--- src/include/vga_cfg.svh ---
`ifndef VGA_CFG_SVH
`define VGA_CFG_SVH

// Horizontal timing in pixels
`define VGA_H_TOTAL     800
`define VGA_H_SYNC      96
`define VGA_H_START     144

// Vertical timing in lines
`define VGA_V_TOTAL     525
`define VGA_V_SYNC      2
`define VGA_V_START     71

// Visible text window and character grid
`define VGA_WIN_W       640
`define VGA_WIN_H       400
`define VGA_COLS        40
`define VGA_ROWS        25
`define VGA_CELLS       1000
`define VGA_FONT_BYTES  2048

// APB address map, byte addresses
`define VGA_ADDR_W      13
`define VGA_TEXT_BASE   'h0000
`define VGA_CTRL_ADDR   'h0400
`define VGA_FONT_BASE   'h1000

`endif

--- src/verilog/vga_video_pkg.sv ---
package vga_video_pkg;

	// Raster position, pixel column and line
	typedef struct packed {
		logic [9:0] x;
		logic [9:0] y;
	} scan_pos_t;

	// Sync levels as driven to the monitor, active low pulses
	typedef struct packed {
		logic hsync;
		logic vsync;
		logic active;
	} sync_t;

	// One bit per channel
	typedef struct packed {
		logic r;
		logic g;
		logic b;
	} rgb_t;

	// Control register layout, fg in [6:4], bg in [3:1], enable in [0]
	typedef struct packed {
		rgb_t fg;
		rgb_t bg;
		logic enable;
	} vga_ctrl_t;

endpackage
--- src/verilog/vga_text_render.sv ---
`timescale 1ns/1ns
`include "vga_cfg.svh"

module vga_text_render (
	input  logic                                  CLK_50MHZ,
	input  logic                                  arst_n,
	input  logic                                  pix_ce,
	input  vga_video_pkg::scan_pos_t              pos,
	input  vga_video_pkg::sync_t                  sync,
	input  vga_video_pkg::vga_ctrl_t              ctrl,
	output logic [$clog2(`VGA_CELLS)-1:0]         text_addr,
	input  logic [7:0]                            text_data,
	output logic [$clog2(`VGA_FONT_BYTES)-1:0]    font_addr,
	input  logic [7:0]                            font_data,
	output vga_video_pkg::rgb_t                   rgb,
	output logic                                  hsync,
	output logic                                  vsync
);
	import vga_video_pkg::*;

	localparam logic [9:0] H_START = 10'(`VGA_H_START);
	localparam logic [9:0] V_START = 10'(`VGA_V_START);
	localparam logic [9:0] COLS    = 10'(`VGA_COLS);
	// Idle levels, syncs high and blanked
	localparam sync_t SYNC_IDLE = '{hsync: 1'b1, vsync: 1'b1, active: 1'b0};

	logic [9:0] win_x, win_y;
	logic [9:0] cell_col, cell_row, cell_idx;
	sync_t      s1_sync, s2_sync;
	logic [2:0] s1_glyph_row;
	logic [2:0] s1_bit, s2_bit;
	rgb_t       pix_rgb;

	// Window relative position
	assign win_x = pos.x - H_START;
	assign win_y = pos.y - V_START;

	// 16x16 cells
	assign cell_col = {4'd0, win_x[9:4]};
	assign cell_row = {5'd0, win_y[8:4]};
	// row * 40 + column
	assign cell_idx = cell_row * COLS + cell_col;

	////////////////////////////////////////////////////////////
	// Stage 1 and 2 payload
	////////////////////////////////////////////////////////////

	always_ff @(posedge CLK_50MHZ) begin
		if (pix_ce) begin
			// Stage 1, cell address to text memory
			text_addr    <= sync.active ? cell_idx : '0;
			// Glyph doubled, drop the low bit
			s1_glyph_row <= win_y[3:1];
			s1_bit       <= win_x[3:1];
			// Stage 2, char code arrived, glyph byte address
			font_addr    <= {text_data, s1_glyph_row};
			s2_bit       <= s1_bit;
		end
	end

	// Stage 3 colour select
	always_comb begin
		if (!(s2_sync.active && ctrl.enable)) begin
			pix_rgb = '0;
		end else if (font_data[~s2_bit]) begin
			// MSB is the leftmost pixel
			pix_rgb = ctrl.fg;
		end else begin
			pix_rgb = ctrl.bg;
		end
	end

	////////////////////////////////////////////////////////////
	// Sync delay line and output register
	////////////////////////////////////////////////////////////

	always_ff @(posedge CLK_50MHZ or negedge arst_n) begin
		if (!arst_n) begin
			s1_sync <= SYNC_IDLE;
			s2_sync <= SYNC_IDLE;
			rgb     <= '0;
			hsync   <= 1'b1;
			vsync   <= 1'b1;
		end else if (pix_ce) begin
			s1_sync <= sync;
			s2_sync <= s1_sync;
			// Same depth as colour, stays aligned
			rgb     <= pix_rgb;
			hsync   <= s2_sync.hsync;
			vsync   <= s2_sync.vsync;
		end
	end

endmodule

--- config.mk ---
export PLATFORM = sky130hd
export DESIGN_NAME = vga_text_render
export DESIGN_NICKNAME = d
export VERILOG_FILES = /design/src/verilog/vga_video_pkg.sv /design/src/verilog/vga_text_render.sv
export VERILOG_INCLUDE_DIRS = /design/src /design/src/include
export SDC_FILE = /design/constraint.sdc
export NUM_CORES = 1
export LEC_CHECK = 0
export BUFFER_PORTS_ARGS = -buffer_cell sky130_fd_sc_hd__clkbuf_2
export CAP_MARGIN = 40
export CORE_ASPECT_RATIO = 0.5
export CORE_UTILIZATION = 40
export CTS_CLUSTER_DIAMETER = 150
export CTS_CLUSTER_SIZE = 30
export DETAILED_ROUTE_END_ITERATION = 8
export PLACE_DENSITY = 0.72
export SLEW_MARGIN = 15
export SYNTH_ARGS = -nofsm -noshare
export SYNTH_HDL_FRONTEND = slang
export SYNTH_SLANG_ARGS = --single-unit
--- constraint.sdc ---
create_clock -name CLK_50MHZ -period 2.1 [get_ports CLK_50MHZ]
set_input_delay 0.63 -clock CLK_50MHZ [delete_from_list [all_inputs] [get_ports CLK_50MHZ]]
set_output_delay 0.63 -clock CLK_50MHZ [all_outputs]
set_load 0.02 [all_outputs]
Word-level counts from Yosys, hierarchy flattened
Index checks and enable logic that the tools add are counted.

storage, ports and cells
  bits in registers = 41
  bits in latches = 0
  bits in writable memories = 0
  ROM bits = 0
  input bits = 49
  output and inout bits = 26
  word-level logic and storage cells = 27
  memories kept = 0

operators by class
  $add $sub $neg = 3
  multipliers = 1
  div/mod/pow operators = 0
  order comparisons = 1
  eq/ne operators = 0
  shift-type cells = 0
  multiplexer cells = 4
  bitwise gates (word level) = 1
  reductions and logical operators = 1

operators by type and width
  kind                                                        count
  adder 10 x 6 -> 10 bit                                      1
  subtractor 10 x 8 -> 10 bit, second input constant          1
  subtractor 9 x 7 -> 9 bit, second input constant            1
  multiplier 5 x 3 -> 7 bit, second input constant            1
  2-to-1 mux 3 bit                                            2
  less-than comparator 3 x 4 -> 1 bit, second input constant  1
  binary-select mux 1 bit (select 3 bit)                      1
  inverter 3 bit                                              1
  logical AND 1 bit                                           1
  2-to-1 mux 1 bit                                            1

Depth between registers and ports, before layout
  depth in word-level cells = 5
  depth in mapped cells = 11
  mapped depth without buffers = 11

Worst setup path after synthesis
No wires, ideal clock.

  path type = input port to flip-flop
  start = in pos[0] (netlist bit)
  end = reg text_addr[9], data pin
  library setup time = 0.261 ns
  data arrival time = 2.989 ns
  required time = 1.839 ns
  slack = -1.150 ns
  stages on the path = 10
  cell sequence = ha_1 -> a2111oi_4 -> o21bai_1 -> xnor2_1 -> ha_1 -> fa_1 -> nand3_1 -> mux2i_1 -> a2bb2oi_1 -> mux2i_1

on the way
  longest elaborated chain between the ends = 3

RTL lines
  what                       line                   source
  start: declaration         vga_text_render.sv:8   input vga_video_pkg::scan_pos_t pos,
  subtractor 9 x 7 -> 9 bit  vga_text_render.sv:36  assign win_y = pos.y - V_START;
  multiplier 5 x 3 -> 7 bit  vga_text_render.sv:42  assign cell_idx = cell_row * COLS + cell_col;
  adder 10 x 6 -> 10 bit     vga_text_render.sv:42
  end signal: assignment     vga_text_render.sv:51  text_addr <= sync.active ? cell_idx : '0;
  end: declaration           vga_text_render.sv:11  output logic [$clog2(`VGA_CELLS)-1:0] text_addr,

Every way passes these cells.
A chain may end at the register's enable or synchronous reset.

Final worst setup path
Ends and elaborated chain as after synthesis.

==> results.py <==
metrics = {
    "routing": {
        "drt_pass1_iterations": 4,
        "drt_first_iter_violations": 30,
        "detail_route.wl_per_cell_um": 13.1,
        "vias_per_cell": 4.66,
        "vias": 1445,
        "routed_wl_mm": 4.07,
        "drc_errors": 0,
        "ant_nets": 0,
    },
    "sta": {
        "final_hold_viol_count": 0,
        "final.min_clock_period_ns": 3.00,
        "rsz0062_at_grt": "yes",
        "worst_setup_slack_final_ns": -0.897,
        "relSlewSlack": 0.647,
        "clock.fmax_mhz": 334,
        "final-setup-viol-count": 6,
        "slew_violations": 0,
        "setup_tns_final_ns": -3.24,
        "post-route-period-util": 1.43,
        "final.hold.worst_slack_ns": 0.207,
        "final.setup_skew_ns": 0.00383,
        "tightestPinTransition_ns": 0.529,
    },
    "cts": {
        "h-tree-depth": 2,
        "clk_sink_count": 41,
        "ctsRootBufferMaster": "sky130_fd_sc_hd__clkbuf_8",
        "clock_path_buffers": 2,
        "cts_inserted_buffers": 5,
        "clkSlewWorstSetupHoldPaths_ns": 0.07,
        "cts_tree": "done",
        "worst_skew_pair.late_latency_ns": 0.28,
        "cts_hold_buf": 0,
    },
    "floorplanning": {
        "dieArea_sq_um": 5260,
        "num_rows": 17,
        "core_region_area_sq_um": 4570,
        "design.portCount": 75,
        "die_h_um": 51.8,
        "initial_utilization": 0.434,
        "fp.dieW_um": 102,
    },
    "synthesis": {
        "netlist.area_leader.share": 0.454,
        "ys.flop_type": "sky130_fd_sc_hd__edfxtp_1",
        "post_synth_net_total": 197,
        "number_of_instances_in_the_synthesized_netlist": 135,
        "async_reset_ff_frac": 0.268,
        "yosysUniqueCellTypes": 30,
        "sequential_area_share_after_synthesis": 0.597,
        "synth-seq-cells": 41,
        "synth.avg_cell_area_sq_um": 14.7,
        "number_of_enable_flip_flop_cells_after_synthesis": 30,
        "synth_area_leaders": "sky130_fd_sc_hd__edfxtp_1 (45%), sky130_fd_sc_hd__dfstp_2 (7.9%), sky130_fd_sc_hd__ha_1 (6.9%), sky130_fd_sc_hd__dfrtp_1 (6.3%), sky130_fd_sc_hd__mux2_2 (4.5%)",
        "post_synth_instance_area_sq_um": 1980,
        "ranking_of_synthesized_cells_by_instance_count": "sky130_fd_sc_hd__edfxtp_1 (30), sky130_fd_sc_hd__ha_1 (11), sky130_fd_sc_hd__xor2_1 (10), sky130_fd_sc_hd__inv_1 (9), sky130_fd_sc_hd__nor2_1 (9)",
        "synth_area_leader_cell": "sky130_fd_sc_hd__edfxtp_1",
        "yosysMostFrequentCell": "sky130_fd_sc_hd__edfxtp_1",
        "ys.warnings.count": 0,
    },
    "placed_design": {
        "gpl.final_weighted_congestion": 0.759,
        "place_ws_ns": -1.19,
        "hpwlAfterDp_mm": 3.16,
        "io_buffers": 72,
        "dp.cells": 297,
    },
    "finish": {
        "antennaDiodeCount": 0,
        "final_layout_size_suffix_gt1_frac": 0.602,
        "design.final.nets": 305,
        "areaGrowthSynthToFinish_pct": 49.0,
        "multi_input_area_sq_um": 923,
        "final.fill_count": 353,
        "post_layout_nonfiller_instances": 310,
        "sequential_cell_area_sq_um": 1180,
    },
    "global_route": {
        "grt.overflow.total": 0,
        "grt_first_pass_wirelength_mm": 6.40,
        "global_route.usage.total": 0.163,
        "grt_antenna_before_repair": 0,
        "maximum_number_of_pins_on_one_net_before_global_route_repair": 21,
        "via_count_of_the_first_global_routing_pass": 1413,
    },
    "pwr": {
        "pwr-share-seq": 0.447,
        "cellLeakagePower_nw": 1.32,
        "netSwitchingPower_w": 0.000640,
        "max-vdd-ir-drop_uv": 349,
        "power.share.switching": 0.279,
        "pwr-share-comb": 0.334,
        "powerDensity_nw_per_um2": 775,
        "pwr-share-clk": 0.219,
        "intPower_w": 0.00165,
    },
    "run_status": {
        "run_status": "finished, violations left",
        "violated_checks": "setup timing",
    },
    "worst_setup_path": {
        "worstSetupStartpointType": "input port",
        "critPathKind": "input port to flip-flop",
        "endpoint_kind": "flip-flop",
        "worstPathRequired_ns": 2.13,
        "cp_max_fo": 2,
        "worstPathArrival_ns": 3.03,
    },
    "worst_hold_path": {
        "hold_path_class": "input port to async pin",
    },
    "run": {
        "maxCapViolCount": 0,
    },
}
## flip-flops by register name (all words and copies together), names as in the netlist
name / cells
font_addr: 11
text_addr: 10
rgb: 3
s1_bit: 3
s1_glyph_row: 3
s1_sync: 3
s2_bit: 3
s2_sync: 3
hsync: 1
vsync: 1
## power groups by stage
| stage | Clock [W] | Combinational, W | Sequential [W] |
|---|---|---|---|
| floorplan | 0 | 0.000302 | 0.00112 |
| global placement | 0 | 0.000628 | 0.00103 |
| detailed placement | 0 | 0.000647 | 0.00104 |
| CTS | 0.000518 | 0.000693 | 0.00102 |
| global route | 0.000554 | 0.000830 | 0.00103 |
| finish | 0.000502 | 0.000764 | 0.00102 |
## worst max-delay path: stages
cell and delay [ns]:
sky130_fd_sc_hd__buf_8 0.10, sky130_fd_sc_hd__ha_4 0.16, sky130_fd_sc_hd__a2111oi_4 0.33, sky130_fd_sc_hd__o21bai_1 0.13, sky130_fd_sc_hd__xnor2_1 0.24, sky130_fd_sc_hd__ha_1 0.30
sky130_fd_sc_hd__buf_4 0.15, sky130_fd_sc_hd__buf_4 0.13, sky130_fd_sc_hd__ha_1 0.28, sky130_fd_sc_hd__nand2_1 0.07, sky130_fd_sc_hd__nand3_1 0.10, sky130_fd_sc_hd__o21ai_0 0.21
sky130_fd_sc_hd__a2bb2oi_2 0.09, sky130_fd_sc_hd__mux2i_1 0.11
## metal layers
layer,vias to the layer above,part of all wire,track usage
met4,0,0.015,0.0507
met1,700,0.41,0.180
li1,707,-,-
met3,6,0.038,0.0296
met5,-,0,0
met2,32,0.54,0.323
## per-stage QoR
| stage | power, W | cell area (sq um) | utilization |
|---|---|---|---|
| 2_1_floorplan | 0.00142 | 2040 | - |
| 3_3_place_gp | 0.00166 | 2700 | 0.590 |
| 3_5_place_dp | 0.00169 | 2700 | 0.590 |
| 4_1_cts | 0.00224 | 2850 | 0.624 |
| 5_1_grt | 0.00242 | 2960 | 0.646 |
| 6_report | 0.00229 | 2960 | 0.646 |
## what timing repair did
action | 4_1_cts | 5_1_grt
gates resized for setup | 7 | 17
endpoints found under the setup margin | 6 | 6
pin swaps | 8 | 14
endpoints found under the hold margin | 0 | 0
setup buffers | 2 | 3
gates cloned | 0 | 0
## area by class of cell
type / instances / area share
Clock buffer: 8 / 0.0305
Inverter: 9 / 0.0114
Multi-Input combinational cell: 84 / 0.312
Sequential cell: 41 / 0.401
Tap cell: 66 / 0.0279
Timing Repair Buffer: 102 / 0.217
## cells by family (layout without fill, tap and decap cells)
| kind of cell | after synthesis | count (layout) | synth area share |
|---|---|---|---|
| adder cells (fa/ha/maj) | 13 | 13 | 0.0896 |
| AND/OR/NAND/NOR | 24 | 24 | 0.0568 |
| buffers and inverters | 10 | 119 | 0.0189 |
| AO/OA/AOI/OAI | 15 | 15 | 0.0587 |
| flip-flops | 41 | 41 | 0.597 |
| multiplexers | 16 | 16 | 0.109 |
| XOR/XNOR | 16 | 16 | 0.0707 |
## cell usage in the layout (no fill, tap or decap), types with 3 or more instances in the layout
| master | n |
|---|---|
| sky130_fd_sc_hd__clkbuf_2 | 69 |
| sky130_fd_sc_hd__edfxtp_1 | 30 |
| sky130_fd_sc_hd__buf_4 | 25 |
| sky130_fd_sc_hd__xor2_1 | 9 |
| sky130_fd_sc_hd__inv_1 | 9 |
| sky130_fd_sc_hd__nor2_1 | 8 |
| sky130_fd_sc_hd__mux2_2 | 8 |
| sky130_fd_sc_hd__ha_1 | 6 |
| sky130_fd_sc_hd__clkbuf_8 | 6 |
| sky130_fd_sc_hd__dfstp_2 | 6 |
| sky130_fd_sc_hd__dfrtp_1 | 5 |
| sky130_fd_sc_hd__xnor2_1 | 4 |
| sky130_fd_sc_hd__mux2i_1 | 4 |
| sky130_fd_sc_hd__ha_4 | 4 |
| sky130_fd_sc_hd__nand2_1 | 3 |
| sky130_fd_sc_hd__o22ai_1 | 3 |
| sky130_fd_sc_hd__buf_6 | 3 |
## worst paths after layout
| path | start | to | slack (ns) | depth (start not counted) |
|---|---|---|---|---|
| worst max register to register | s2_bit[0] | rgb[1] | 0.44 | 4 |
| worst min-delay path | arst_n | s1_sync[0] | 0.21 | 1 |
| min in group CLK_50MHZ | s1_glyph_row[1] | font_addr[1] | 0.42 | 0 |
| worst min register to register | s1_glyph_row[1] | font_addr[1] | 0.42 | 0 |
| worst max-delay path | pos[0] | text_addr[9] | -0.90 | 14 |
| max in group asynchronous | arst_n | s1_sync[2] | 1.63 | 1 |
Note: power is estimated with default switching activity, not from simulation.
