===== src/include/vga_cfg.svh =====
`ifndef VGA_CFG_SVH
`define VGA_CFG_SVH

// Horizontal timing in pixels
`define VGA_H_TOTAL     800
`define VGA_H_SYNC      96
`define VGA_H_START     144

// Vertical timing in lines
`define VGA_V_TOTAL     525
`define VGA_V_SYNC      2
`define VGA_V_START     71

// Visible text window and character grid
`define VGA_WIN_W       640
`define VGA_WIN_H       400
`define VGA_COLS        40
`define VGA_ROWS        25
`define VGA_CELLS       1000
`define VGA_FONT_BYTES  2048

// APB address map, byte addresses
`define VGA_ADDR_W      13
`define VGA_TEXT_BASE   'h0000
`define VGA_CTRL_ADDR   'h0400
`define VGA_FONT_BASE   'h1000

`endif


===== src/verilog/vga_video_pkg.sv =====
package vga_video_pkg;

	// Raster position, pixel column and line
	typedef struct packed {
		logic [9:0] x;
		logic [9:0] y;
	} scan_pos_t;

	// Sync levels as driven to the monitor, active low pulses
	typedef struct packed {
		logic hsync;
		logic vsync;
		logic active;
	} sync_t;

	// One bit per channel
	typedef struct packed {
		logic r;
		logic g;
		logic b;
	} rgb_t;

	// Control register layout, fg in [6:4], bg in [3:1], enable in [0]
	typedef struct packed {
		rgb_t fg;
		rgb_t bg;
		logic enable;
	} vga_ctrl_t;

endpackage

===== src/verilog/vga_scan_timer.sv =====
`timescale 1ns/1ns
`include "vga_cfg.svh"

module vga_scan_timer (
	input  logic                     CLK_50MHZ,
	input  logic                     arst_n,
	output logic                     pix_ce,
	output vga_video_pkg::scan_pos_t pos,
	output vga_video_pkg::sync_t     sync
);

	// Counter limits, sized to the position fields
	localparam logic [9:0] H_LAST  = 10'(`VGA_H_TOTAL - 1);
	localparam logic [9:0] V_LAST  = 10'(`VGA_V_TOTAL - 1);
	localparam logic [9:0] H_SYNC  = 10'(`VGA_H_SYNC);
	localparam logic [9:0] V_SYNC  = 10'(`VGA_V_SYNC);
	localparam logic [9:0] H_START = 10'(`VGA_H_START);
	localparam logic [9:0] V_START = 10'(`VGA_V_START);
	localparam logic [9:0] H_END   = 10'(`VGA_H_START + `VGA_WIN_W);
	localparam logic [9:0] V_END   = 10'(`VGA_V_START + `VGA_WIN_H);

	////////////////////////////////////////////////////////////
	// Pixel enable and raster counters
	////////////////////////////////////////////////////////////

	always_ff @(posedge CLK_50MHZ or negedge arst_n) begin
		if (!arst_n) begin
			pix_ce <= 1'b0;
			pos    <= '0;
		end else begin
			// 25 MHz enable, every second clock
			pix_ce <= ~pix_ce;
			if (pix_ce) begin
				if (pos.x == H_LAST) begin
					pos.x <= '0;
					// Line done, step the frame
					if (pos.y == V_LAST) begin
						pos.y <= '0;
					end else begin
						pos.y <= pos.y + 10'd1;
					end
				end else begin
					pos.x <= pos.x + 10'd1;
				end
			end
		end
	end

	// Sync pulses at the start of line and frame
	always_comb begin
		sync.hsync  = (pos.x >= H_SYNC);
		sync.vsync  = (pos.y >= V_SYNC);
		// 640x400 window
		sync.active = (pos.x >= H_START) && (pos.x < H_END) &&
			(pos.y >= V_START) && (pos.y < V_END);
	end

	// Counters never leave the frame
	a_pos_in_frame: assert property (@(posedge CLK_50MHZ) disable iff (!arst_n)
		(pos.x <= H_LAST) && (pos.y <= V_LAST));

endmodule


===== config.mk =====
export PLATFORM = sky130hd
export DESIGN_NAME = vga_scan_timer
export DESIGN_NICKNAME = d
export VERILOG_FILES = /design/src/verilog/vga_video_pkg.sv /design/src/verilog/vga_scan_timer.sv
export VERILOG_INCLUDE_DIRS = /design/src /design/src/include
export SDC_FILE = /design/constraint.sdc
export NUM_CORES = 1
export LEC_CHECK = 0
export BUFFER_PORTS_ARGS = -buffer_cell sky130_fd_sc_hd__buf_2
export CORE_AREA = 2 2 53 55
export DETAILED_ROUTE_END_ITERATION = 10
export DIE_AREA = 0 0 55 57
export PLACE_DENSITY_LB_ADDON = 0.15
export RECOVER_POWER = 25
export SYNTH_ARGS = -nofsm -noshare
export SYNTH_HDL_FRONTEND = slang
export SYNTH_SLANG_ARGS = --single-unit

===== constraint.sdc =====
create_clock -name CLK_50MHZ -period 1.7 [get_ports CLK_50MHZ]
set_input_delay 0.085 -clock CLK_50MHZ [delete_from_list [all_inputs] [get_ports CLK_50MHZ]]
set_output_delay 0.085 -clock CLK_50MHZ [all_outputs]
set_load 0.01 [all_outputs]

Yosys cells after proc, flatten, opt, wreduce, memory -nomap -nowiden
Index checks and enable logic that the tools add are counted.

cells by class
  add/subtract/negate cells = 2
  $lt $le $gt $ge = 6
  equality and inequality tests = 2
  muxes and demuxes = 2
  bitwise operators = 1
  reductions and logical operators = 4

operator list
  kind                   number
  $add 10x1->10 const B  2
  $eq 10x10->1 const B   2
  $ge 10x7->1 const B    2
  $mux 10                2
  $ge 10x2->1 const B    1
  $ge 10x8->1 const B    1
  $lt 10x10->1 const B   1
  $lt 10x9->1 const B    1
  $logic_and 1x1->1      3
  $reduce_and 2->1       1
  $not 1->1              1

storage, ports and cells
  register bits after elaboration = 21
  input port bits = 2
  output and inout bits = 24
  word-level logic and storage cells = 20

Logic depth before layout (Yosys ltp)
Gate-level depths: netlist of the first run.

  depth in word-level cells = 4
  gate-level depth with buffers = 6
  gate-level depth less buffers = 6

Worst setup path after synthesis of the first run
OpenSTA, ideal clock, no wires.

  path kind = flip-flop to flip-flop
  from = register pos[15] in the netlist's numbering
  to = register pos[4] in the netlist's numbering
  setup time = 0.128 ns
  data arrival time = 1.529 ns
  data required time = 1.572 ns
  path slack = 0.044 ns
  stages on the path, launching flop included = 5
  path buffers = 0
  clock period less this slack = 1.656 ns
  cell sequence = dfrtp_1 > nand4bb_4 > nor4_4 > nand4_1 > mux2_1

between the ends
  longest elaborated chain between the ends = 2

RTL lines
  element                     line                  RTL
  from (decl)                 vga_scan_timer.sv:8   output vga_video_pkg::scan_pos_t pos,
  $eq 10x10->1                vga_scan_timer.sv:34  if (pos.x == H_LAST) begin
  $reduce_and 2->1 (no line)  -

Every way passes these cells.
A chain may end at the register's enable or synchronous reset.

==> results.json, run 1 <==
{
  "crit_family": "simple AND/OR/NAND/NOR gates",
  "synth_top_area_frac": 0.436,
  "layout.nets": 178,
  "finalInstanceArea_mm2": 0.00165,
  "cts_tree": "built",
  "grt_antenna_before_repair": 0,
  "maxSlewViolCount": 0,
  "period_minus_slack_ns": 1.88,
  "crit_path_start_kind": "register",
  "worstSkewPairLatency_ns": 0.32,
  "crit_chain": "or4_4 -> a311oi_2 -> o311a_1 -> buf_2",
  "antennaDiodeCount": 0,
  "cp.arrival_ns": 1.80,
  "path_clk_slew_ns": 0.13,
  "grt_pass1_vias": 1080,
  "path_max_fanout": 2,
  "syn_nets": 128,
  "rsz0062_at_grt": "true",
  "hold_viol_final": 0,
  "clockRootBuffer": "clkbuf_4",
  "violations": "negative setup slack",
  "internal_power_mw": 0.589,
  "end_kind": "primary output",
  "status": "finished with violations",
  "p_per_area_mw_per_mm2": 459,
  "period_share": 1.11,
  "clkSinkCount": 21,
  "clkPwrFrac": 0.327,
  "synthTopCellsByCount": "dfrtp_1 (21), nand3_1 (9), nor2_1 (9), xnor2_1 (9), nand2_1 (7)",
  "cellLeakagePower_nw": 0.821,
  "place.gp.congestion": 0.832,
  "slew_headroom": 0.221,
  "tightest_slew_ns": 1.17,
  "max-clock-path-buffers": 2,
  "critPathKind": "register to primary output",
  "clock.fmax_mhz": 531,
  "cpPeakStageDelay_ns": 0.54,
  "die_y_um": 57,
  "die_area_mm2": 0.00314,
  "ys.warnings.count": 0,
  "port_buffers": 25,
  "drc": 0,
  "htree_levels": 1,
  "pwr-share-seq": 0.657,
  "synth_most_common_cell": "dfrtp_1",
  "vias": 1104,
  "fin_worst_skew_ns": 0.0125,
  "cp_data_required_time_ns": 1.62,
  "wl_per_cell_um": 14.9,
  "grt_use_total": 0.215,
  "grt_pass1_wl_mm": 4.95,
  "antenna_left": 0,
  "synth_edf_count": 0,
  "areaGrowthSynthToFinish_pct": 37.1,
  "core_area_mm2": 0.00262,
  "drtIter0Drc": 27,
  "syn-mean-instance-area_um2": 9.97,
  "grt_max_degree": 22,
  "start_util": 0.461,
  "setup_tns_ns": -0.329,
  "yosysUniqueCellTypes": 40,
  "ir_worst_vdd_mv": 0.543,
  "io_pins": 26,
  "wl_mm": 3.00,
  "synthTopCellsByArea": "dfrtp_1 (44%), xnor2_1 (6.5%), ha_1 (5.2%)",
  "die_x_um": 55,
  "max_cap_violations": 0,
  "via_per_inst": 5.49,
  "yosys_register_bits": 21,
  "synth_top_area_cell": "dfrtp_1",
  "firstDrtPassIters": 4,
  "dpl.hpwl_mm": 2.07,
  "rows": 19,
  "place_area_mm2": 0.00145,
  "async_flop_share": 1.00,
  "grt.overflow.total": 0,
  "synthFlopType": "dfrtp_1",
  "path_buf_inv": 1,
  "worst_slack_ns": -0.184,
  "critPathSlowestCell": "or4_4",
  "synthCells": 121,
  "setup_viol": 2,
  "netlist_area_mm2": 0.00121,
  "p_comb_frac": 0.016,
  "swShare": 0.224,
  "p_switching_mw": 0.171,
  "cts_buffers": 3,
  "drive_above_1_share": 0.412,
  "seq_area_frac_synth": 0.436,
  "worstHoldPathType": "input pin to asynchronous set/reset pin"
}
[power groups by stage]
stage / logic (mW) / registers (mW) / clock network, mW
floorplan: 0.000000275 / 0.509 / 0
finish: 0.0119 / 0.499 / 0.249
detailed placement: 0.0115 / 0.509 / 0
global placement: 0.0113 / 0.509 / 0
global route: 0.0145 / 0.500 / 0.278
CTS: 0.0131 / 0.499 / 0.261
[state kept, by name, indices dropped and copies added, names as in the netlist]
signal / flops
pix_ce: 1
pos: 20
[per-stage QoR]
step	util	worst slack [ns]	hold slack, ns	total power [mW]	std cells
global route	0.633	-0.283	0.621	0.792	201
CTS	0.599	-0.202	0.250	0.774	197
floorplan	-	0.0439	-0.211	0.509	121
detailed placement	0.555	0.0456	0.0782	0.520	186
global placement	0.555	0.104	0.0739	0.520	186
finish	0.633	-0.184	0.507	0.760	201
[metal layers]
| metal | routed length [um] | global-route usage |
|---|---|---|
| met1 | 1290 | 0.279 |
| met2 | 1560 | 0.357 |
| met3 | 100 | 0.0236 |
| met4 | 49 | 0.0906 |
| met5 | 0 | 0 |
[kinds of logic (layout without fill, tap and decap cells)]
family / Yosys count / after routing / share of synthesized area
fa+ha+maj: 5 / 5 / 0.0519
xor+xnor: 11 / 11 / 0.0799
mux: 2 / 2 / 0.0176
flops: 21 / 21 / 0.436
simple gates: 52 / 52 / 0.267
buf+inv: 11 / 60 / 0.0394
compound gates: 19 / 19 / 0.109
[cell usage in the layout, fill, tap and decap left out, types with 2 or more instances in the layout]
master | netlist | layout
a21oi_1 | 4 | 4
a31oi_1 | 2 | 2
and3_1 | 3 | 2
and4_1 | 2 | 2
buf_2 | 2 | 25
buf_4 | 1 | 19
buf_6 | 0 | 4
clkbuf_4 | 0 | 3
dfrtp_1 | 21 | 19
dfrtp_2 | 0 | 2
ha_1 | 5 | 2
ha_4 | 0 | 2
inv_1 | 6 | 5
nand2_1 | 7 | 6
nand2b_1 | 2 | 2
nand3_1 | 9 | 9
nand4_1 | 6 | 6
nor2_1 | 9 | 9
nor3_1 | 4 | 3
nor4_4 | 1 | 2
o21ai_0 | 3 | 3
xnor2_1 | 9 | 9
xor2_1 | 2 | 2
[layout make-up]
class / count / area, um2
fillers: 238 / 961
multi-input cells: 89 / 711
flip-flops and latches: 21 / 528
repair buffers: 50 / 327
well taps: 31 / 38.8
clock buffers: 3 / 22.5
inverters: 6 / 22.5
clock inverters: 1 / 5.00
[worst paths after layout]
path                                end  cells after the start  slack, ns    start
worst max-delay path            sync[0]                      4      -0.18  pos[17]
worst min-delay path            pos[10]                      2       0.51   arst_n
worst max register to register  pos[13]                      6       0.04  pos[16]
worst min register to register   pos[5]                      1       0.58   pos[5]
max in group asynchronous        pos[1]                      2       0.42   arst_n
min in group CLK_50MHZ           pos[5]                      1       0.58   pos[5]
[repair_timing]
action,4_1_cts,5_1_grt
buffers inserted,6,5
gates cloned,0,1
setup endpoints to repair,2,11
endpoints found under the hold margin,21,0
pin swaps,6,6
hold buffers,1,0
resized for setup,9,13
No activity file was read; power rests on OpenSTA's default activity.
==> inputs of run 2 (changes only) <==
--- a/config.mk
+++ b/config.mk
@@ -12,6 +12,7 @@
 export DIE_AREA = 0 0 55 57
 export PLACE_DENSITY_LB_ADDON = 0.15
 export RECOVER_POWER = 25
+export SKIP_CTS_REPAIR_TIMING = 1
 export SYNTH_ARGS = -nofsm -noshare
 export SYNTH_HDL_FRONTEND = slang
 export SYNTH_SLANG_ARGS = --single-unit
==> run 2 against run 1 <==
Against the previous run:
- the run still ends with negative setup slack left
- total power down 0.12%
- cell count down 1.5%
- sequential power about the same
- critical endpoint unchanged
==> results.json, run 2 (synthesized netlist as in run 1, its figures left out) <==
{
  "clkPwrFrac": 0.326,
  "antenna_left": 0,
  "crit_family": "simple AND/OR/NAND/NOR gates",
  "period_minus_slack_ns": 1.88,
  "clkSinkCount": 21,
  "drtIter0Drc": 18,
  "slew_headroom": 0.231,
  "path_max_fanout": 3,
  "maxSlewViolCount": 0,
  "end_kind": "primary output",
  "grt_use_total": 0.204,
  "crit_chain": "or4_4 -> a311oi_2 -> o311a_1 -> buf_2",
  "critPathKind": "register to primary output",
  "wl_per_cell_um": 14.6,
  "dpl.hpwl_mm": 2.07,
  "grt_max_degree": 22,
  "wl_mm": 2.89,
  "path_buf_inv": 1,
  "cts_buffers": 3,
  "drc": 0,
  "antennaDiodeCount": 0,
  "die_x_um": 55,
  "final_common_cell": "buf_2",
  "nFillCells": 253,
  "rows": 19,
  "die_y_um": 57,
  "tightest_slew_ns": 1.15,
  "internal_power_mw": 0.589,
  "cpPeakStageDelay_ns": 0.52,
  "preCtsSetupSlack_ns": 0.0456,
  "p_switching_mw": 0.170,
  "cts_tree": "built",
  "max-clock-path-buffers": 2,
  "rsz0062_at_grt": "true",
  "start_util": 0.461,
  "top_register": "pos",
  "worstSkewPairLatency_ns": 0.31,
  "pwr-share-seq": 0.658,
  "cellLeakagePower_nw": 0.798,
  "status": "finished with violations",
  "layout.nets": 175,
  "grt_pass1_vias": 1010,
  "htree_levels": 1,
  "via_per_inst": 5.58,
  "critPathSlowestCell": "or4_4",
  "crit_path_start_kind": "register",
  "vias": 1104,
  "met3_usage": 0.0236,
  "cp_data_required_time_ns": 1.62,
  "swShare": 0.223,
  "clock.fmax_mhz": 531,
  "grt_pass1_wl_mm": 4.69,
  "firstDrtPassIters": 4,
  "p_comb_frac": 0.015,
  "violations": "negative setup slack",
  "setup_tns_ns": -0.347,
  "core_area_mm2": 0.00262,
  "io_pins": 26,
  "hold_viol_final": 0,
  "layout_common_cells": "buf_2 (24), dfrtp_1 (20), buf_4 (20)",
  "grt_antenna_before_repair": 0,
  "top_regs": "pos (20), pix_ce (1)",
  "die_area_mm2": 0.00314,
  "p_per_area_mw_per_mm2": 485,
  "met2_usage": 0.332,
  "period_share": 1.11,
  "worstHoldPathType": "input pin to asynchronous set/reset pin",
  "path_clk_slew_ns": 0.13,
  "worst_slack_ns": -0.182,
  "port_buffers": 25,
  "use_met1": 0.272,
  "clockRootBuffer": "clkbuf_4",
  "cp.arrival_ns": 1.80,
  "setup_viol": 2,
  "max_cap_violations": 0,
  "fin_worst_skew_ns": 0.0121,
  "areaGrowthSynthToFinish_pct": 29.8,
  "place.gp.congestion": 0.832,
  "ir_worst_vdd_mv": 0.540,
  "drive_above_1_share": 0.365,
  "grt.overflow.total": 0,
  "busiest_layer": "met2",
  "largest_reg_flops": 20
}
==> run 2: path summary, 6_finish.rpt <==
path	from	end	slack (ns)	cells past startpoint
setup reg to reg	pos[16]	pos[4]	0.08	4
setup / recovery	pos[16]	sync[0]	-0.18	4
max in group asynchronous	arst_n	pos[1]	0.43	2
hold reg to reg	pos[5]	pos[5]	0.58	1
hold / removal	arst_n	pos[14]	0.50	2
min in group CLK_50MHZ	pos[5]	pos[5]	0.58	1
==> run 2: cell type report <==
class / count / area [um2] / area share
clock buffers: 3 / 22.5 / 0.0144
clock inverters: 1 / 5.00 / 0.00320
inverters: 6 / 22.5 / 0.0144
multi-input cells: 89 / 654 / 0.418
flip-flops and latches: 21 / 527 / 0.337
well taps: 31 / 38.8 / 0.0248
repair buffers: 47 / 295 / 0.189
==> run 2: power by group through the flow <==
| stage | logic (mW) | clock network, mW | registers [mW] |
|---|---|---|---|
| global route | 0.0143 | 0.278 | 0.500 |
| global placement | 0.0113 | 0 | 0.509 |
| detailed placement | 0.0115 | 0 | 0.509 |
| finish | 0.0118 | 0.248 | 0.499 |
| CTS | 0.0114 | 0.261 | 0.499 |
| floorplan | 0.000000275 | 0 | 0.509 |
==> run 2: metal layers <==
metal,routed length [um],share of wire
met2,1540,0.53
met3,105,0.036
met1,1190,0.41
met4,49,0.017
met5,0,0
==> run 2: stage by stage <==
step           instances  hold WS (ns)  power, mW   util  cell area, um2
6_report             198         0.502      0.759  0.599            1570
5_1_grt              198         0.616      0.792  0.599            1570
4_1_cts              190        -0.286      0.772  0.565            1480
3_5_place_dp         186        0.0782      0.520  0.555            1450
3_3_place_gp         186        0.0739      0.520  0.555            1450
2_1_floorplan        121        -0.211      0.509      -            1210
==> inputs of run 3 (changes only) <==
--- a/config.mk
+++ b/config.mk
@@ -7,11 +7,13 @@
 export NUM_CORES = 1
 export LEC_CHECK = 0
 export BUFFER_PORTS_ARGS = -buffer_cell sky130_fd_sc_hd__buf_2
+export CAP_MARGIN = 40
 export CORE_AREA = 2 2 53 55
 export DETAILED_ROUTE_END_ITERATION = 10
 export DIE_AREA = 0 0 55 57
-export PLACE_DENSITY_LB_ADDON = 0.15
+export PLACE_DENSITY_LB_ADDON = 0.3
 export RECOVER_POWER = 25
+export REMOVE_ABC_BUFFERS = 1
 export SKIP_CTS_REPAIR_TIMING = 1
 export SYNTH_ARGS = -nofsm -noshare
 export SYNTH_HDL_FRONTEND = slang
==> run 3 against run 2 <==
Against the previous run:
- the run still ends with negative setup slack left
- via count decreased by 1.5%
- register-to-register slack gained 0.02 ns
- maximum frequency decreased by 2.5%
- critical endpoint is now sync[1]
==> results.json, run 3 (synthesized netlist as in run 1, its figures left out) <==
{
  "start_util": 0.461,
  "path_buf_inv": 2,
  "met2_usage": 0.340,
  "antennaDiodeCount": 0,
  "worstSkewPairLatency_ns": 0.32,
  "die_x_um": 55,
  "cts_buffers": 3,
  "busiest_layer": "met2",
  "slew_headroom": 0.220,
  "hold_viol_final": 0,
  "grt_antenna_before_repair": 0,
  "ir_worst_vdd_mv": 0.465,
  "largest_reg_flops": 20,
  "fin_worst_skew_ns": 0.0179,
  "final_common_cell": "buf_2",
  "multi_input_area_um2": 663,
  "cpPeakStageDelay_ns": 0.46,
  "grt_pass1_vias": 1034,
  "use_met1": 0.266,
  "clkSinkCount": 21,
  "crit_path_start_kind": "register",
  "maxSlewViolCount": 0,
  "r2r_slack_ns": 0.10,
  "drtIter0Drc": 31,
  "setup_tns_ns": -0.421,
  "top_regs": "pos (20), pix_ce (1)",
  "top_register": "pos",
  "seqCellArea_um2": 527,
  "wl_per_cell_um": 14.6,
  "path_max_fanout": 5,
  "via_per_inst": 5.52,
  "cp.arrival_ns": 1.85,
  "worst_slack_ns": -0.232,
  "drive_above_1_share": 0.361,
  "p_per_area_mw_per_mm2": 487,
  "tightest_slew_ns": 1.17,
  "grt_use_total": 0.203,
  "path_clk_slew_ns": 0.13,
  "layout.nets": 174,
  "die_area_mm2": 0.00314,
  "met3_usage": 0.0236,
  "worstHoldPathType": "input pin to asynchronous set/reset pin",
  "rsz0062_at_grt": "true",
  "end_kind": "primary output",
  "power_mw": 0.763,
  "die_y_um": 57,
  "clock.fmax_mhz": 518,
  "period_minus_slack_ns": 1.93,
  "violations": "negative setup slack",
  "crit_family": "simple AND/OR/NAND/NOR gates",
  "grt_max_degree": 22,
  "htree_levels": 1,
  "areaGrowthSynthToFinish_pct": 29.9,
  "io_pins": 26,
  "nFillCells": 219,
  "period_share": 1.14,
  "vias": 1087,
  "cellLeakagePower_nw": 0.788,
  "max-clock-path-buffers": 2,
  "status": "finished with violations",
  "setup_viol": 2,
  "core_area_mm2": 0.00262,
  "grt_pass1_wl_mm": 4.66,
  "layout_common_cells": "buf_2 (24), dfrtp_1 (20), buf_4 (19)",
  "rows": 19,
  "crit_chain": "inv_2 -> ha_2 -> or4_1 -> nor2_1 -> nand3_1 -> buf_2",
  "max_cap_violations": 0,
  "critPathSlowestCell": "or4_1",
  "clockRootBuffer": "clkbuf_4",
  "wl_mm": 2.88,
  "port_buffers": 25,
  "critPathKind": "register to primary output",
  "firstDrtPassIters": 4,
  "dpl.hpwl_mm": 2.05,
  "antenna_left": 0,
  "drc": 0,
  "place.gp.congestion": 0.784,
  "cts_tree": "built",
  "grt.overflow.total": 0,
  "cp_data_required_time_ns": 1.62
}
==> run 3: cell count changes in the layout (fill, tap and decap cells not counted), sizes merged <==
cell | previous run | this run
buf | 45 | 44
==> run 3: final cells by class <==
cell class,count,area share
multi-input cells,89,0.423
repair buffers,46,0.184
flip-flops and latches,21,0.336
clock buffers,3,0.0144
well taps,31,0.0248
clock inverters,1,0.00319
inverters,6,0.0144
==> run 3: metal layers <==
metal  vias up  share of wire
met3         5          0.042
met4         0          0.014
li1        531              -
met1       524           0.44
met5         -              0
met2        27           0.50
==> run 3: final timing paths <==
| check | start | to | cells past startpoint |
|---|---|---|---|
| min in group CLK_50MHZ | pos[6] | pos[6] | 1 |
| hold reg to reg | pos[6] | pos[6] | 1 |
| setup / recovery | pos[0] | sync[1] | 6 |
| max in group asynchronous | arst_n | pos[1] | 2 |
| hold / removal | arst_n | pos[3] | 2 |
| setup reg to reg | pos[10] | pos[4] | 5 |
==> run 3: metrics by stage <==
stage                     instance area (um2)  cells  utilization  hold WS (ns)  worst slack, ns
after floorplan                          1180    116            -        -0.211           -0.172
after global placement                   1440    185        0.552        0.0700           0.0742
after detailed placement                 1440    185        0.552        0.0772           0.0452
after CTS                                1470    189        0.562        -0.276           -0.306
after global routing                     1570    197        0.599         0.603           -0.288
final                                    1570    197        0.599         0.505           -0.232
==> run 3: report_power, final <==
group	total [mW]	internal (mW)	leakage (nW)	switching [mW]
logic	0.0119	0.00197	0.493	0.00992
clock network	0.251	0.0880	0.0177	0.163
registers	0.499	0.499	0.277	0
