[config.mk]
export PLATFORM = sky130hd
export DESIGN_NAME = vga_apb_regs
export DESIGN_NICKNAME = d
export VERILOG_FILES = /design/src/verilog/vga_bus_pkg.sv /design/src/verilog/vga_video_pkg.sv /design/src/verilog/vga_apb_regs.sv
export VERILOG_INCLUDE_DIRS = /design/src /design/src/include
export SDC_FILE = /design/constraint.sdc
export NUM_CORES = 1
export LEC_CHECK = 0
export ABC_AREA = 1
export BUFFER_PORTS_ARGS = -buffer_cell sky130_fd_sc_hd__buf_2
export CORE_AREA = 2 2 78 43
export CTS_BUF_LIST = sky130_fd_sc_hd__clkbuf_4 sky130_fd_sc_hd__clkbuf_8
export DETAILED_ROUTE_END_ITERATION = 7
export DIE_AREA = 0 0 80 45
export HOLD_SLACK_MARGIN = 0.05
export MAX_ROUTING_LAYER = met4
export PLACE_DENSITY = 0.93
export SLEW_MARGIN = 10
export SYNTH_ARGS = -nofsm -noshare
export SYNTH_HDL_FRONTEND = slang
export SYNTH_SLANG_ARGS = --single-unit
export TNS_END_PERCENT = 100
[constraint.sdc]
create_clock -name CLK_50MHZ -period 0.99 [get_ports CLK_50MHZ]
set_input_delay 0.0495 -clock CLK_50MHZ [delete_from_list [all_inputs] [get_ports CLK_50MHZ]]
set_output_delay 0.0495 -clock CLK_50MHZ [all_outputs]
set_load 0.05 [all_outputs]
[src/include/vga_cfg.svh]
`ifndef VGA_CFG_SVH
`define VGA_CFG_SVH

// Horizontal timing in pixels
`define VGA_H_TOTAL     800
`define VGA_H_SYNC      96
`define VGA_H_START     144

// Vertical timing in lines
`define VGA_V_TOTAL     525
`define VGA_V_SYNC      2
`define VGA_V_START     71

// Visible text window and character grid
`define VGA_WIN_W       640
`define VGA_WIN_H       400
`define VGA_COLS        40
`define VGA_ROWS        25
`define VGA_CELLS       1000
`define VGA_FONT_BYTES  2048

// APB address map, byte addresses
`define VGA_ADDR_W      13
`define VGA_TEXT_BASE   'h0000
`define VGA_CTRL_ADDR   'h0400
`define VGA_FONT_BASE   'h1000

`endif

[src/verilog/vga_bus_pkg.sv]
`include "vga_cfg.svh"

package vga_bus_pkg;

	// Widest memory behind the bus is the font
	localparam int MEM_AW = $clog2(`VGA_FONT_BYTES);

	typedef struct packed {
		logic [`VGA_ADDR_W-1:0] paddr;
		logic                   psel;
		logic                   penable;
		logic                   pwrite;
		logic [7:0]             pwdata;
	} apb_req_t;

	typedef struct packed {
		logic [7:0] prdata;
		logic       pready;
		logic       pslverr;
	} apb_rsp_t;

	// Single byte write port into a memory
	typedef struct packed {
		logic [MEM_AW-1:0] addr;
		logic [7:0]        data;
		logic              we;
	} mem_wr_t;

endpackage

[src/verilog/vga_video_pkg.sv]
package vga_video_pkg;

	// Raster position, pixel column and line
	typedef struct packed {
		logic [9:0] x;
		logic [9:0] y;
	} scan_pos_t;

	// Sync levels as driven to the monitor, active low pulses
	typedef struct packed {
		logic hsync;
		logic vsync;
		logic active;
	} sync_t;

	// One bit per channel
	typedef struct packed {
		logic r;
		logic g;
		logic b;
	} rgb_t;

	// Control register layout, fg in [6:4], bg in [3:1], enable in [0]
	typedef struct packed {
		rgb_t fg;
		rgb_t bg;
		logic enable;
	} vga_ctrl_t;

endpackage
[src/verilog/vga_apb_regs.sv]
`timescale 1ns/1ns
`include "vga_cfg.svh"

module vga_apb_regs (
	input  logic                              CLK_50MHZ,
	input  logic                              arst_n,
	input  vga_bus_pkg::apb_req_t             req,
	output vga_bus_pkg::apb_rsp_t             rsp,
	output vga_bus_pkg::mem_wr_t              text_wr,
	output vga_bus_pkg::mem_wr_t              font_wr,
	output logic [vga_bus_pkg::MEM_AW-1:0]    host_addr,
	input  logic [7:0]                        text_rdata,
	input  logic [7:0]                        font_rdata,
	output vga_video_pkg::vga_ctrl_t          ctrl
);
	import vga_bus_pkg::*;
	import vga_video_pkg::*;

	localparam int ADDR_W = `VGA_ADDR_W;
	localparam logic [ADDR_W-1:0] TEXT_END  = ADDR_W'(`VGA_TEXT_BASE + `VGA_CELLS);
	localparam logic [ADDR_W-1:0] CTRL_ADDR = ADDR_W'(`VGA_CTRL_ADDR);
	localparam logic [ADDR_W-1:0] FONT_LO   = ADDR_W'(`VGA_FONT_BASE);
	localparam logic [ADDR_W-1:0] FONT_HI   = ADDR_W'(`VGA_FONT_BASE + `VGA_FONT_BYTES);

	logic hit_text, hit_ctrl, hit_font, hit_none;
	logic access, wr_access, rd_access;
	// Read wait state taken
	logic wait_q;

	////////////////////////////////////////////////////////////
	// Address decode
	////////////////////////////////////////////////////////////

	assign hit_text = (req.paddr < TEXT_END);
	assign hit_ctrl = (req.paddr == CTRL_ADDR);
	assign hit_font = (req.paddr >= FONT_LO) && (req.paddr < FONT_HI);
	assign hit_none = ~(hit_text | hit_ctrl | hit_font);

	// Both bases aligned, low bits are the offset
	assign host_addr = req.paddr[MEM_AW-1:0];

	assign access    = req.psel & req.penable;
	assign wr_access = access & req.pwrite;
	assign rd_access = access & ~req.pwrite;

	// Write strobes, first access cycle only since pready ends it
	assign text_wr = '{addr: host_addr, data: req.pwdata, we: wr_access & hit_text};
	assign font_wr = '{addr: host_addr, data: req.pwdata, we: wr_access & hit_font};

	// One wait state on every read
	always_ff @(posedge CLK_50MHZ or negedge arst_n) begin
		if (!arst_n) begin
			wait_q <= 1'b0;
		end else begin
			wait_q <= rd_access & ~wait_q;
		end
	end

	// Control register
	always_ff @(posedge CLK_50MHZ or negedge arst_n) begin
		if (!arst_n) begin
			ctrl <= '0;
		end else if (wr_access && hit_ctrl) begin
			ctrl <= vga_ctrl_t'(req.pwdata[$bits(vga_ctrl_t)-1:0]);
		end
	end

	// Response, read data muxed by decode
	always_comb begin
		rsp.pready  = wr_access | (rd_access & wait_q);
		rsp.pslverr = rsp.pready & hit_none;
		if (hit_text) begin
			rsp.prdata = text_rdata;
		end else if (hit_font) begin
			rsp.prdata = font_rdata;
		end else if (hit_ctrl) begin
			rsp.prdata = 8'(ctrl);
		end else begin
			rsp.prdata = '0;
		end
	end

	// Access phase always preceded by setup
	a_penable_with_psel: assert property (@(posedge CLK_50MHZ) disable iff (!arst_n)
		req.penable |-> req.psel);
	a_setup_to_access: assert property (@(posedge CLK_50MHZ) disable iff (!arst_n)
		(req.psel && !req.penable) |=> (req.psel && req.penable));

endmodule

Yosys cells after proc, flatten, opt, wreduce, memory -nomap -nowiden
Index checks and enable logic that the tools add are counted.
{"block": "totals", "output_inout_bits": 68, "inputBits": 42, "register_bits": 8, "word_cells": 31}
{"block": "classes", "n_reduce_logical": 2, "order_cmp": 3, "bitwise": 14, "eq_ne": 1, "n_mux": 3}
{"operator": "8-bit 2-to-1 mux", "n": 2}
{"operator": "13-bit by 11-bit == test with 1-bit output (second input constant)", "n": 1}
{"operator": "13-bit >= comparator (second input constant)", "n": 1}
{"operator": "13-bit by 10-bit < comparator with 1-bit output (second input constant)", "n": 1}
{"operator": "13-bit < comparator (second input constant)", "n": 1}
{"operator": "1-bit bitwise AND", "n": 8}
{"operator": "7-bit 2-to-1 mux", "n": 1}
{"operator": "1-bit NOT", "n": 3}
{"operator": "1-bit OR", "n": 3}
{"operator": "1-bit logical AND", "n": 2}

Depth between registers and ports, before layout
Gate-level depths: netlist (run 1).
{"block": "depth", "word_depth": 5, "mapped_depth": 7, "depth_no_buf": 7}

Least setup slack after synthesis (run 1)
OpenSTA, ideal clock, no wires.
{"block": "synth_timing", "path_kind": "reg-to-output", "start": "register wait_q", "end": "output port rsp[0] (netlist name)", "path_buffers": 0, "stages_incl_launch_ff": 5, "slack_ns": -0.552, "required_time_ns": 0.941, "arrival_time_ns": 1.493, "cell_sequence": "dfrtp_1 -> o21bai_1 -> inv_1 -> nand3_1 -> nor2_1"}
{"item": "start: declaration", "line": "vga_apb_regs.sv:28", "rtl": "logic wait_q;"}
{"item": "start signal: assignment", "line": "vga_apb_regs.sv:55", "rtl": "wait_q <= rd_access & ~wait_q;"}
{"item": "end: declaration", "line": "vga_apb_regs.sv:8", "rtl": "output vga_bus_pkg::apb_rsp_t rsp,"}

==> results of run 1 <==
-- tightest hold or removal path: cells and delay by family --
kind / cells / cell delay [ns]
buffers and inverters: 1 / 0.11
AND/OR/NAND/NOR: 2 / 0.13
-- layout by cell type, fill, tap and decap left out --
master,count
clkbuf_4,1
nor2_4,9
buf_8,11
inv_4,1
nor2_1,6
o21bai_1,1
nand3_4,9
inv_1,6
dfrtp_2,7
dlygate4sd3_1,2
nor2_8,1
nand2_1,37
nand4_1,7
nand2_2,6
nor2_2,5
buf_2,83
inv_2,4
dfrtp_1,1
nor3_1,1
buf_4,35
nand3b_1,7
nand3_1,7
buf_6,12
clkbuf_8,3
-- path summary, 6_finish.rpt --
| kind | end | start | slack, ns |
|---|---|---|---|
| worst max-delay path | rsp[7] | ctrl[5]$_DFFE_PN0P_ | -0.15 |
| worst min-delay path | ctrl[0]$_DFFE_PN0P_ | req[0] | 0.09 |
| worst max register to register | ctrl[5]$_DFFE_PN0P_ | ctrl[5]$_DFFE_PN0P_ | 0.21 |
| worst min register to register | wait_q$_DFF_PN0_ | wait_q$_DFF_PN0_ | 0.43 |
| max in group asynchronous | ctrl[0]$_DFFE_PN0P_ | arst_n | 0.62 |
| min in group asynchronous | ctrl[4]$_DFFE_PN0P_ | arst_n | 0.19 |
-- layout make-up --
| cell class | instances | area, µm² | share of cell area |
|---|---|---|---|
| multi-input combinational | 96 | 653 | 0.326 |
| sequential | 8 | 209 | 0.104 |
| tap | 40 | 50.0 | 0.0250 |
| timing repair buffer | 143 | 998 | 0.498 |
| inverter | 11 | 43.8 | 0.0219 |
| clock buffer | 4 | 48.8 | 0.0244 |
-- power by group --
group | switching (mW) | total [mW] | internal, mW
logic | 0.670 | 0.973 | 0.303
clock network | 0.135 | 0.442 | 0.307
registers | 0.000914 | 0.331 | 0.330
total | 0.806 | 1.75 | 0.940
-- state kept, by name, summed over array words and instances, names as in the netlist --
| signal | count |
|---|---|
| ctrl | 7 |
| wait_q | 1 |
-- cell families (layout without fill, tap and decap cells) --
| group | after synthesis | count (layout) | synth area share |
|---|---|---|---|
| compound gates | 1 | 1 | 0.00681 |
| buf+inv | 60 | 158 | 0.371 |
| flops | 8 | 8 | 0.182 |
| simple gates | 95 | 95 | 0.440 |
-- layer usage --
layer  global-route usage  routed length (µm)  up-vias
met5                    -                   0        -
met4               0.0203                  14        0
met3               0.0540                 327        2
met2                0.378                1840       74
met1                0.213                1460      619
li1                     -                   -      673
-- timing repair --
item                       4_1_cts  5_1_grt
setup endpoints to repair       19       15
gates resized for setup         46       25
hold buffers                     2        0
pin swaps                        5       18
setup buffers                    2        4
hold endpoints to repair         9        0
gates cloned                     0        0
-- stage by stage --
stage	setup slack, ns	cell area (µm²)
after CTS	-0.155	1880
after floorplan	-0.0774	1220
after detailed placement	-0.266	1650
after global routing	-0.197	2000
final	-0.148	2000
after global placement	-0.187	1650
==> impl_metrics.toml, run 1 <==
[job]
drv_cap = 0

[pwr]
leakagePower_nw = 1.10
ir_drop_v = 0.000473
finalPower_mw = 1.75
power_density_nw_per_um2 = 872

[global_route]
gr-total-overflow = 0
grt_pass1_wl_um = 5330
grt_pass1_vias = 1256
gr-usage-all-layers = 0.196
antenna_found_initial = 0
grt_max_degree = 9

[logic_synthesis]
synth_edf_count = 0
synth.most_common_cell = "buf_4"
synth_fp_nets = 206
yosys_warnings = 0
yosysUniqueCellTypes = 16
yosysSeqAreaShare = 0.182
ys_async_sr_fraction = 1.00
postSynthAreaPerCell_um2 = 6.72
synth_area_um2 = 1100
synth_top_area_share = 0.334
synth_flop_cell = "dfrtp_1"
synth-seq-cells = 8
synth_area_leader_cell = "buf_4"
ys_top_cells_by_area = "buf_4 (33%), dfrtp_1 (18%), nand2_1 (14%)"
yosys-top-cells-count = "buf_4 (49), nand2_1 (42), nand3_1 (15)"
postSynthCellCount = 164

[die]
die_area_um2 = 3600
start_util = 0.384
die_x_um = 80
pin_count = 110
rows = 14
core_um2 = 2870
die_y_um = 45

[clock_tree]
cts_root_buf = "clkbuf_8"
insertion_delay_ns = 0.23
cts.clk_slew.worst_paths_ns = 0.04
cts_buffers = 3
cts_max_level = 1
clockBufferDepth = 2
cts.sinks = 8
cts_tree = "yes"

[sta]
grt_setup_unrepaired = "true"
tns_ns = -1.02
maxSlewViolCount = 0
finalClockSkew_ns = 0
min_period_ns = 1.14
fin_hold_ws_ns = 0.0925
relSlewSlack = 0.826
max_slew.worst_pin.slew_ns = 0.263
fmax_mhz = 879
fin_ws_ns = -0.148
finalHoldViolations = 0
setup_viol = 9
fin_crit_sh = 1.15

[setup_path]
critical-path-max-stage-delay_ns = 0.40
crit_required_ns = 0.94
crit_buf_inv = 1
arrival_ns = 1.09
worstSetupEndpointType = "primary output"
cp.depth = 4
worst_path_max_delay_cell = "dfrtp_2"
cp-start-kind = "flip-flop"
crit_chain = "nand2_1 -> nand3b_1 -> nand3_4 -> buf_8"
critPathKind = "reg -> out"
critical_path.top_delay_family = "flip-flops"
crit_fanout = 2
rr_worst_depth = 3

[route]
firstDrtPassIters = 5
viasPerCell = 4.53
ant_nets = 0
drt_iter0_markers = 54
drc_errors = 0
wirelength_um = 3640
route.detailed.wl_per_inst_um = 12.1
num_vias = 1368

[placement]
dpl.hpwl_um = 2810
place_congestion = 0.773
placedCellCount = 290
io_buffers = 106

[layout]
diodes = 0
final_cells = 302
fillers = 238
finalNetCount = 305
drive_gt1_frac = 0.714
syn2layout_area_growth_pct = 81.7
utilization = 0.697

[status]
status = "complete, but fails checks"
violations = "negative setup slack"

[hold_path]
min_path_cells = 3
hold_class = "in -> reg"
No activity file was read; power rests on OpenSTA's default activity.
==> run 2: changes to the inputs <==
--- a/config.mk
+++ b/config.mk
@@ -8,10 +8,12 @@
 export LEC_CHECK = 0
 export ABC_AREA = 1
 export BUFFER_PORTS_ARGS = -buffer_cell sky130_fd_sc_hd__buf_2
-export CORE_AREA = 2 2 78 43
+export CELL_PAD_IN_SITES_DETAIL_PLACEMENT = 0
+export CELL_PAD_IN_SITES_GLOBAL_PLACEMENT = 1
+export CORE_AREA = 2 2 99 53
 export CTS_BUF_LIST = sky130_fd_sc_hd__clkbuf_4 sky130_fd_sc_hd__clkbuf_8
 export DETAILED_ROUTE_END_ITERATION = 7
-export DIE_AREA = 0 0 80 45
+export DIE_AREA = 0 0 101 55
 export HOLD_SLACK_MARGIN = 0.05
 export MAX_ROUTING_LAYER = met4
 export PLACE_DENSITY = 0.93
==> run 2 against run 1 <==
The run still ends with negative setup slack left. Routed wire length is 3.3% lower. Power is 1.3% lower. Register-to-register slack worse by 0.09 ns. Critical path depth is 1 higher. Final area is 1.8% higher. Non-clock buffer count is 3 higher. Highest routed layer is now met3. First-iteration DRC count is 65% lower.
==> impl_metrics.toml, run 2 (synthesis gave the netlist of run 1 again) <==
[route]
drc_errors = 0
firstDrtPassIters = 4
drt_iter0_markers = 19
num_vias = 1335
viasPerCell = 4.11
wirelength_um = 3520
ant_nets = 0
route.detailed.wl_per_inst_um = 10.8

[sta]
max_slew.worst_pin.slew_ns = 0.265
relSlewSlack = 0.824
finalHoldViolations = 0
fin_crit_sh = 1.14
fin_ws_ns = -0.139
maxSlewViolCount = 0
finalClockSkew_ns = 0
fin_hold_ws_ns = 0.0983
fmax_mhz = 886
grt_setup_unrepaired = "true"
min_period_ns = 1.13
setup_viol = 13

[die]
core_um2 = 4730
pin_count = 110
die_area_um2 = 5560
die_y_um = 55
die_x_um = 101
rows = 18
start_util = 0.233

[clock_tree]
clockBufferDepth = 2
cts.sinks = 8
cts_buffers = 3
cts_max_level = 1
insertion_delay_ns = 0.22
cts_root_buf = "clkbuf_8"
cts_tree = "yes"
cts.clk_slew.worst_paths_ns = 0.04

[setup_path]
reg2reg_from = "ctrl[3]$_DFFE_PN0P_"
critPathKind = "reg -> out"
crit_fanout = 2
crit_required_ns = 0.94
r2r_setup_slack_ns = 0.12
startpoint = "wait_q$_DFF_PN0_"
cp-start-kind = "flip-flop"
r2r_end = "ctrl[3]$_DFFE_PN0P_"
arrival_ns = 1.08
rr_worst_depth = 4
worstSetupEndpointType = "primary output"

[status]
status = "complete, but fails checks"
violations = "negative setup slack"

[hold_path]
hold_class = "in -> reg"
min_path_cells = 3
hold_start = "req[6]"
hold_path_end = "ctrl[6]$_DFFE_PN0P_"

[layout]
largest_register_ffs = 7
syn2layout_area_growth_pct = 85.0
drive_gt1_frac = 0.706
largestRegisters = "ctrl: 7 flops, wait_q: 1 flops"
largest_register = "ctrl"
layout_commonest_cell = "buf_2"
multi_input_area_um2 = 643
finalNetCount = 308
diodes = 0
fillers = 487
final-seq-area_um2 = 209
final_cell_mix = "buf_2 (85), nand2_1 (39), buf_4 (37)"

[placement]
post-place-ws_ns = -0.228
io_buffers = 106
dpl.hpwl_um = 2970
place_congestion = 0.910

[global_route]
grt_pass1_wl_um = 5260
grt_pass1_vias = 1194
gr-usage-all-layers = 0.127
gr-total-overflow = 0
grt_max_degree = 9
antenna_found_initial = 0

[job]
drv_cap = 0

[pwr]
pwr-share-comb = 0.558
ir_drop_v = 0.000364
seq_power_share = 0.192
power_density_nw_per_um2 = 845
p_sw_frac = 0.458
switchingPower_mw = 0.789
leakagePower_nw = 1.12
p_int_mw = 0.935
pwr-share-clk = 0.250
## run 2: cell types whose count changed in the layout (fill, tap and decap cells not counted), sizes merged
cell  previous run  this run
buf            141       144
## run 2: worst max-delay path, stage by stage (launching register included)
cell and delay, ns:
dfrtp_1 0.36, o21bai_1 0.16, inv_2 0.07, nand3_2 0.08
nor2_4 0.04, buf_6 0.14
## run 2: how the worst max path moves through the flow
stage,end,slack [ns]
2_1_floorplan,rsp[0],-0.08
4_1_cts,rsp[5],-0.16
3_3_place_gp,rsp[9],-0.20
5_1_grt,rsp[3],-0.20
6_report,rsp[0],-0.14
3_5_place_dp,rsp[9],-0.23
## run 2: through the flow
step                      setup TNS (ns)  area [µm²]  power [mW]  cells   util
after global routing               -1.83        2040        1.81    325  0.431
final                              -1.22        2040        1.72    325  0.431
after CTS                          -1.15        1950        1.72    320  0.412
after floorplan                   -0.130        1220        1.07    164      -
after detailed placement           -2.37        1700        1.21    311  0.359
after global placement             -2.05        1700        1.21    311  0.359
## run 2: final cells by class
| cell class | instances | area share |
|---|---|---|
| clock buffer | 4 | 0.0239 |
| sequential | 8 | 0.102 |
| multi-input combinational | 96 | 0.315 |
| tap | 60 | 0.0368 |
| timing repair buffer | 146 | 0.499 |
| inverter | 11 | 0.0227 |
## run 2: power groups by stage
stage               clock (mW)  combinational, mW  sequential, mW
floorplan                    0              0.737           0.336
global placement             0              0.872           0.335
detailed placement           0              0.874           0.336
CTS                      0.441              0.948           0.331
global route             0.463               1.01           0.331
finish                   0.430              0.963           0.331
## run 2: what timing repair did
item / CTS / global route
gates resized for setup: 49 / 15
hold buffers: 2 / 0
setup buffers: 3 / 6
pin swaps: 6 / 12
endpoints found under the hold margin: 9 / 0
setup endpoints to repair: 19 / 15
## run 2: metal layers
metal	track usage	up-vias	part of all wire
li1	-	676	-
met1	0.156	593	0.46
met2	0.220	66	0.46
met4	0.0158	0	0
met3	0.0352	0	0.087
met5	-	-	0
==> run 3: changes to the inputs <==
--- a/config.mk
+++ b/config.mk
@@ -17,6 +17,7 @@
 export HOLD_SLACK_MARGIN = 0.05
 export MAX_ROUTING_LAYER = met4
 export PLACE_DENSITY = 0.93
+export RECOVER_POWER = 25
 export SLEW_MARGIN = 10
 export SYNTH_ARGS = -nofsm -noshare
 export SYNTH_HDL_FRONTEND = slang
==> run 3 against run 2 <==
The run still ends with negative setup slack left. Core utilization fell by 0.21 points. Clock power about the same. Worst setup slack is essentially flat. Clock skew unchanged. Hold slack better by 0.00074 ns. Critical path depth is the same. Largest cell class unchanged.
==> impl_metrics.toml, run 3 (synthesis gave the netlist of run 1 again) <==
[clock_tree]
cts_root_buf = "clkbuf_8"
clockBufferDepth = 2
cts.sinks = 8
insertion_delay_ns = 0.22
cts_tree = "yes"
cts_buffers = 3
cts.clk_slew.worst_paths_ns = 0.04
cts_max_level = 1

[layout]
layout_commonest_cell = "buf_2"
fillers = 485
diodes = 0
largest_register_ffs = 7
utilization = 0.429
syn2layout_area_growth_pct = 84.1
largest_register = "ctrl"
final_cell_mix = "buf_2 (77), nand2_1 (39), buf_4 (37)"
final-seq-area_um2 = 209
final_cells = 325
multi_input_area_um2 = 643
drive_gt1_frac = 0.675
finalNetCount = 308
largestRegisters = "ctrl: 7 flops, wait_q: 1 flops"

[sta]
fin_hold_ws_ns = 0.0991
grt_setup_unrepaired = "true"
setup_viol = 13
relSlewSlack = 0.602
fin_crit_sh = 1.14
finalHoldViolations = 0
tns_ns = -1.22
finalClockSkew_ns = 0
fmax_mhz = 886
fin_ws_ns = -0.139
min_period_ns = 1.13
maxSlewViolCount = 0
max_slew.worst_pin.slew_ns = 0.599

[setup_path]
r2r_end = "ctrl[3]$_DFFE_PN0P_"
reg2reg_from = "ctrl[3]$_DFFE_PN0P_"
worstSetupEndpointType = "primary output"
worst_path_max_delay_cell = "dfrtp_1"
critPathKind = "reg -> out"
crit_required_ns = 0.94
critical_path.top_delay_family = "flip-flops"
startpoint = "wait_q$_DFF_PN0_"
cp-start-kind = "flip-flop"
r2r_setup_slack_ns = 0.12
critical-path-max-stage-delay_ns = 0.36
rr_worst_depth = 4
crit_buf_inv = 2
crit_chain = "o21bai_1 -> inv_2 -> nand3_2 -> nor2_4 -> buf_6"
crit_fanout = 2
arrival_ns = 1.08

[route]
wirelength_um = 3520
drt_iter0_markers = 19
ant_nets = 0
firstDrtPassIters = 4
drc_errors = 0
route.detailed.wl_per_inst_um = 10.8
num_vias = 1333
viasPerCell = 4.10

[global_route]
gr-usage-all-layers = 0.127
grt_max_degree = 9
grt_pass1_vias = 1194
grt_pass1_wl_um = 5260
gr-total-overflow = 0
antenna_found_initial = 0

[die]
rows = 18
die_x_um = 101
die_y_um = 55
die_area_um2 = 5560
start_util = 0.233
pin_count = 110
core_um2 = 4730

[pwr]
leakagePower_nw = 1.10
power_density_nw_per_um2 = 847
ir_drop_v = 0.000364

[placement]
dpl.hpwl_um = 2970
io_buffers = 106
placedCellCount = 311
place_congestion = 0.910

[status]
status = "complete, but fails checks"
violations = "negative setup slack"

[hold_path]
hold_path_end = "font_wr[8]"
min_path_cells = 0
hold_class = "in -> out"
hold_start = "req[7]"

[job]
drv_cap = 0
[run 3: layout make-up]
| class | count | area share |
|---|---|---|
| sequential | 8 | 0.103 |
| inverter | 11 | 0.0228 |
| timing repair buffer | 146 | 0.496 |
| multi-input combinational | 96 | 0.317 |
| clock buffer | 4 | 0.0240 |
| tap | 60 | 0.0370 |
[run 3: per-layer routing]
| layer | routed length (µm) | track usage |
|---|---|---|
| met5 | 0 | - |
| met4 | 0 | 0.0158 |
| met3 | 306 | 0.0352 |
| met2 | 1610 | 0.220 |
| met1 | 1600 | 0.156 |
[run 3: repair_timing]
action / 4_1_cts / 5_1_grt
setup buffers: 3 / 6
endpoints found under the hold margin: 9 / 0
hold buffers: 2 / 0
pin swaps: 6 / 12
resized for setup: 49 / 15
setup endpoints to repair: 19 / 15
[run 3: worst max-delay path by stage]
stage / to / slack [ns] / cells past startpoint
floorplan: rsp[0] / -0.08 / 4
global placement: rsp[9] / -0.20 / 10
detailed placement: rsp[9] / -0.23 / 10
CTS: rsp[5] / -0.16 / 4
global route: rsp[3] / -0.20 / 4
finish: rsp[0] / -0.14 / 5
[run 3: report_power, final]
group	internal [mW]	switching (mW)	leakage, nW	total, mW
clock network	0.306	0.124	0.0262	0.430
logic	0.294	0.664	0.971	0.958
registers	0.330	0.000849	0.0996	0.331
[run 3: per-stage QoR]
step                      cell area, µm²  power, mW  setup slack, ns
after floorplan                     1220       1.07          -0.0774
after global placement              1700       1.21           -0.197
after detailed placement            1700       1.21           -0.228
after CTS                           1950       1.72           -0.158
after global routing                2030       1.80           -0.198
final                               2030       1.72           -0.139
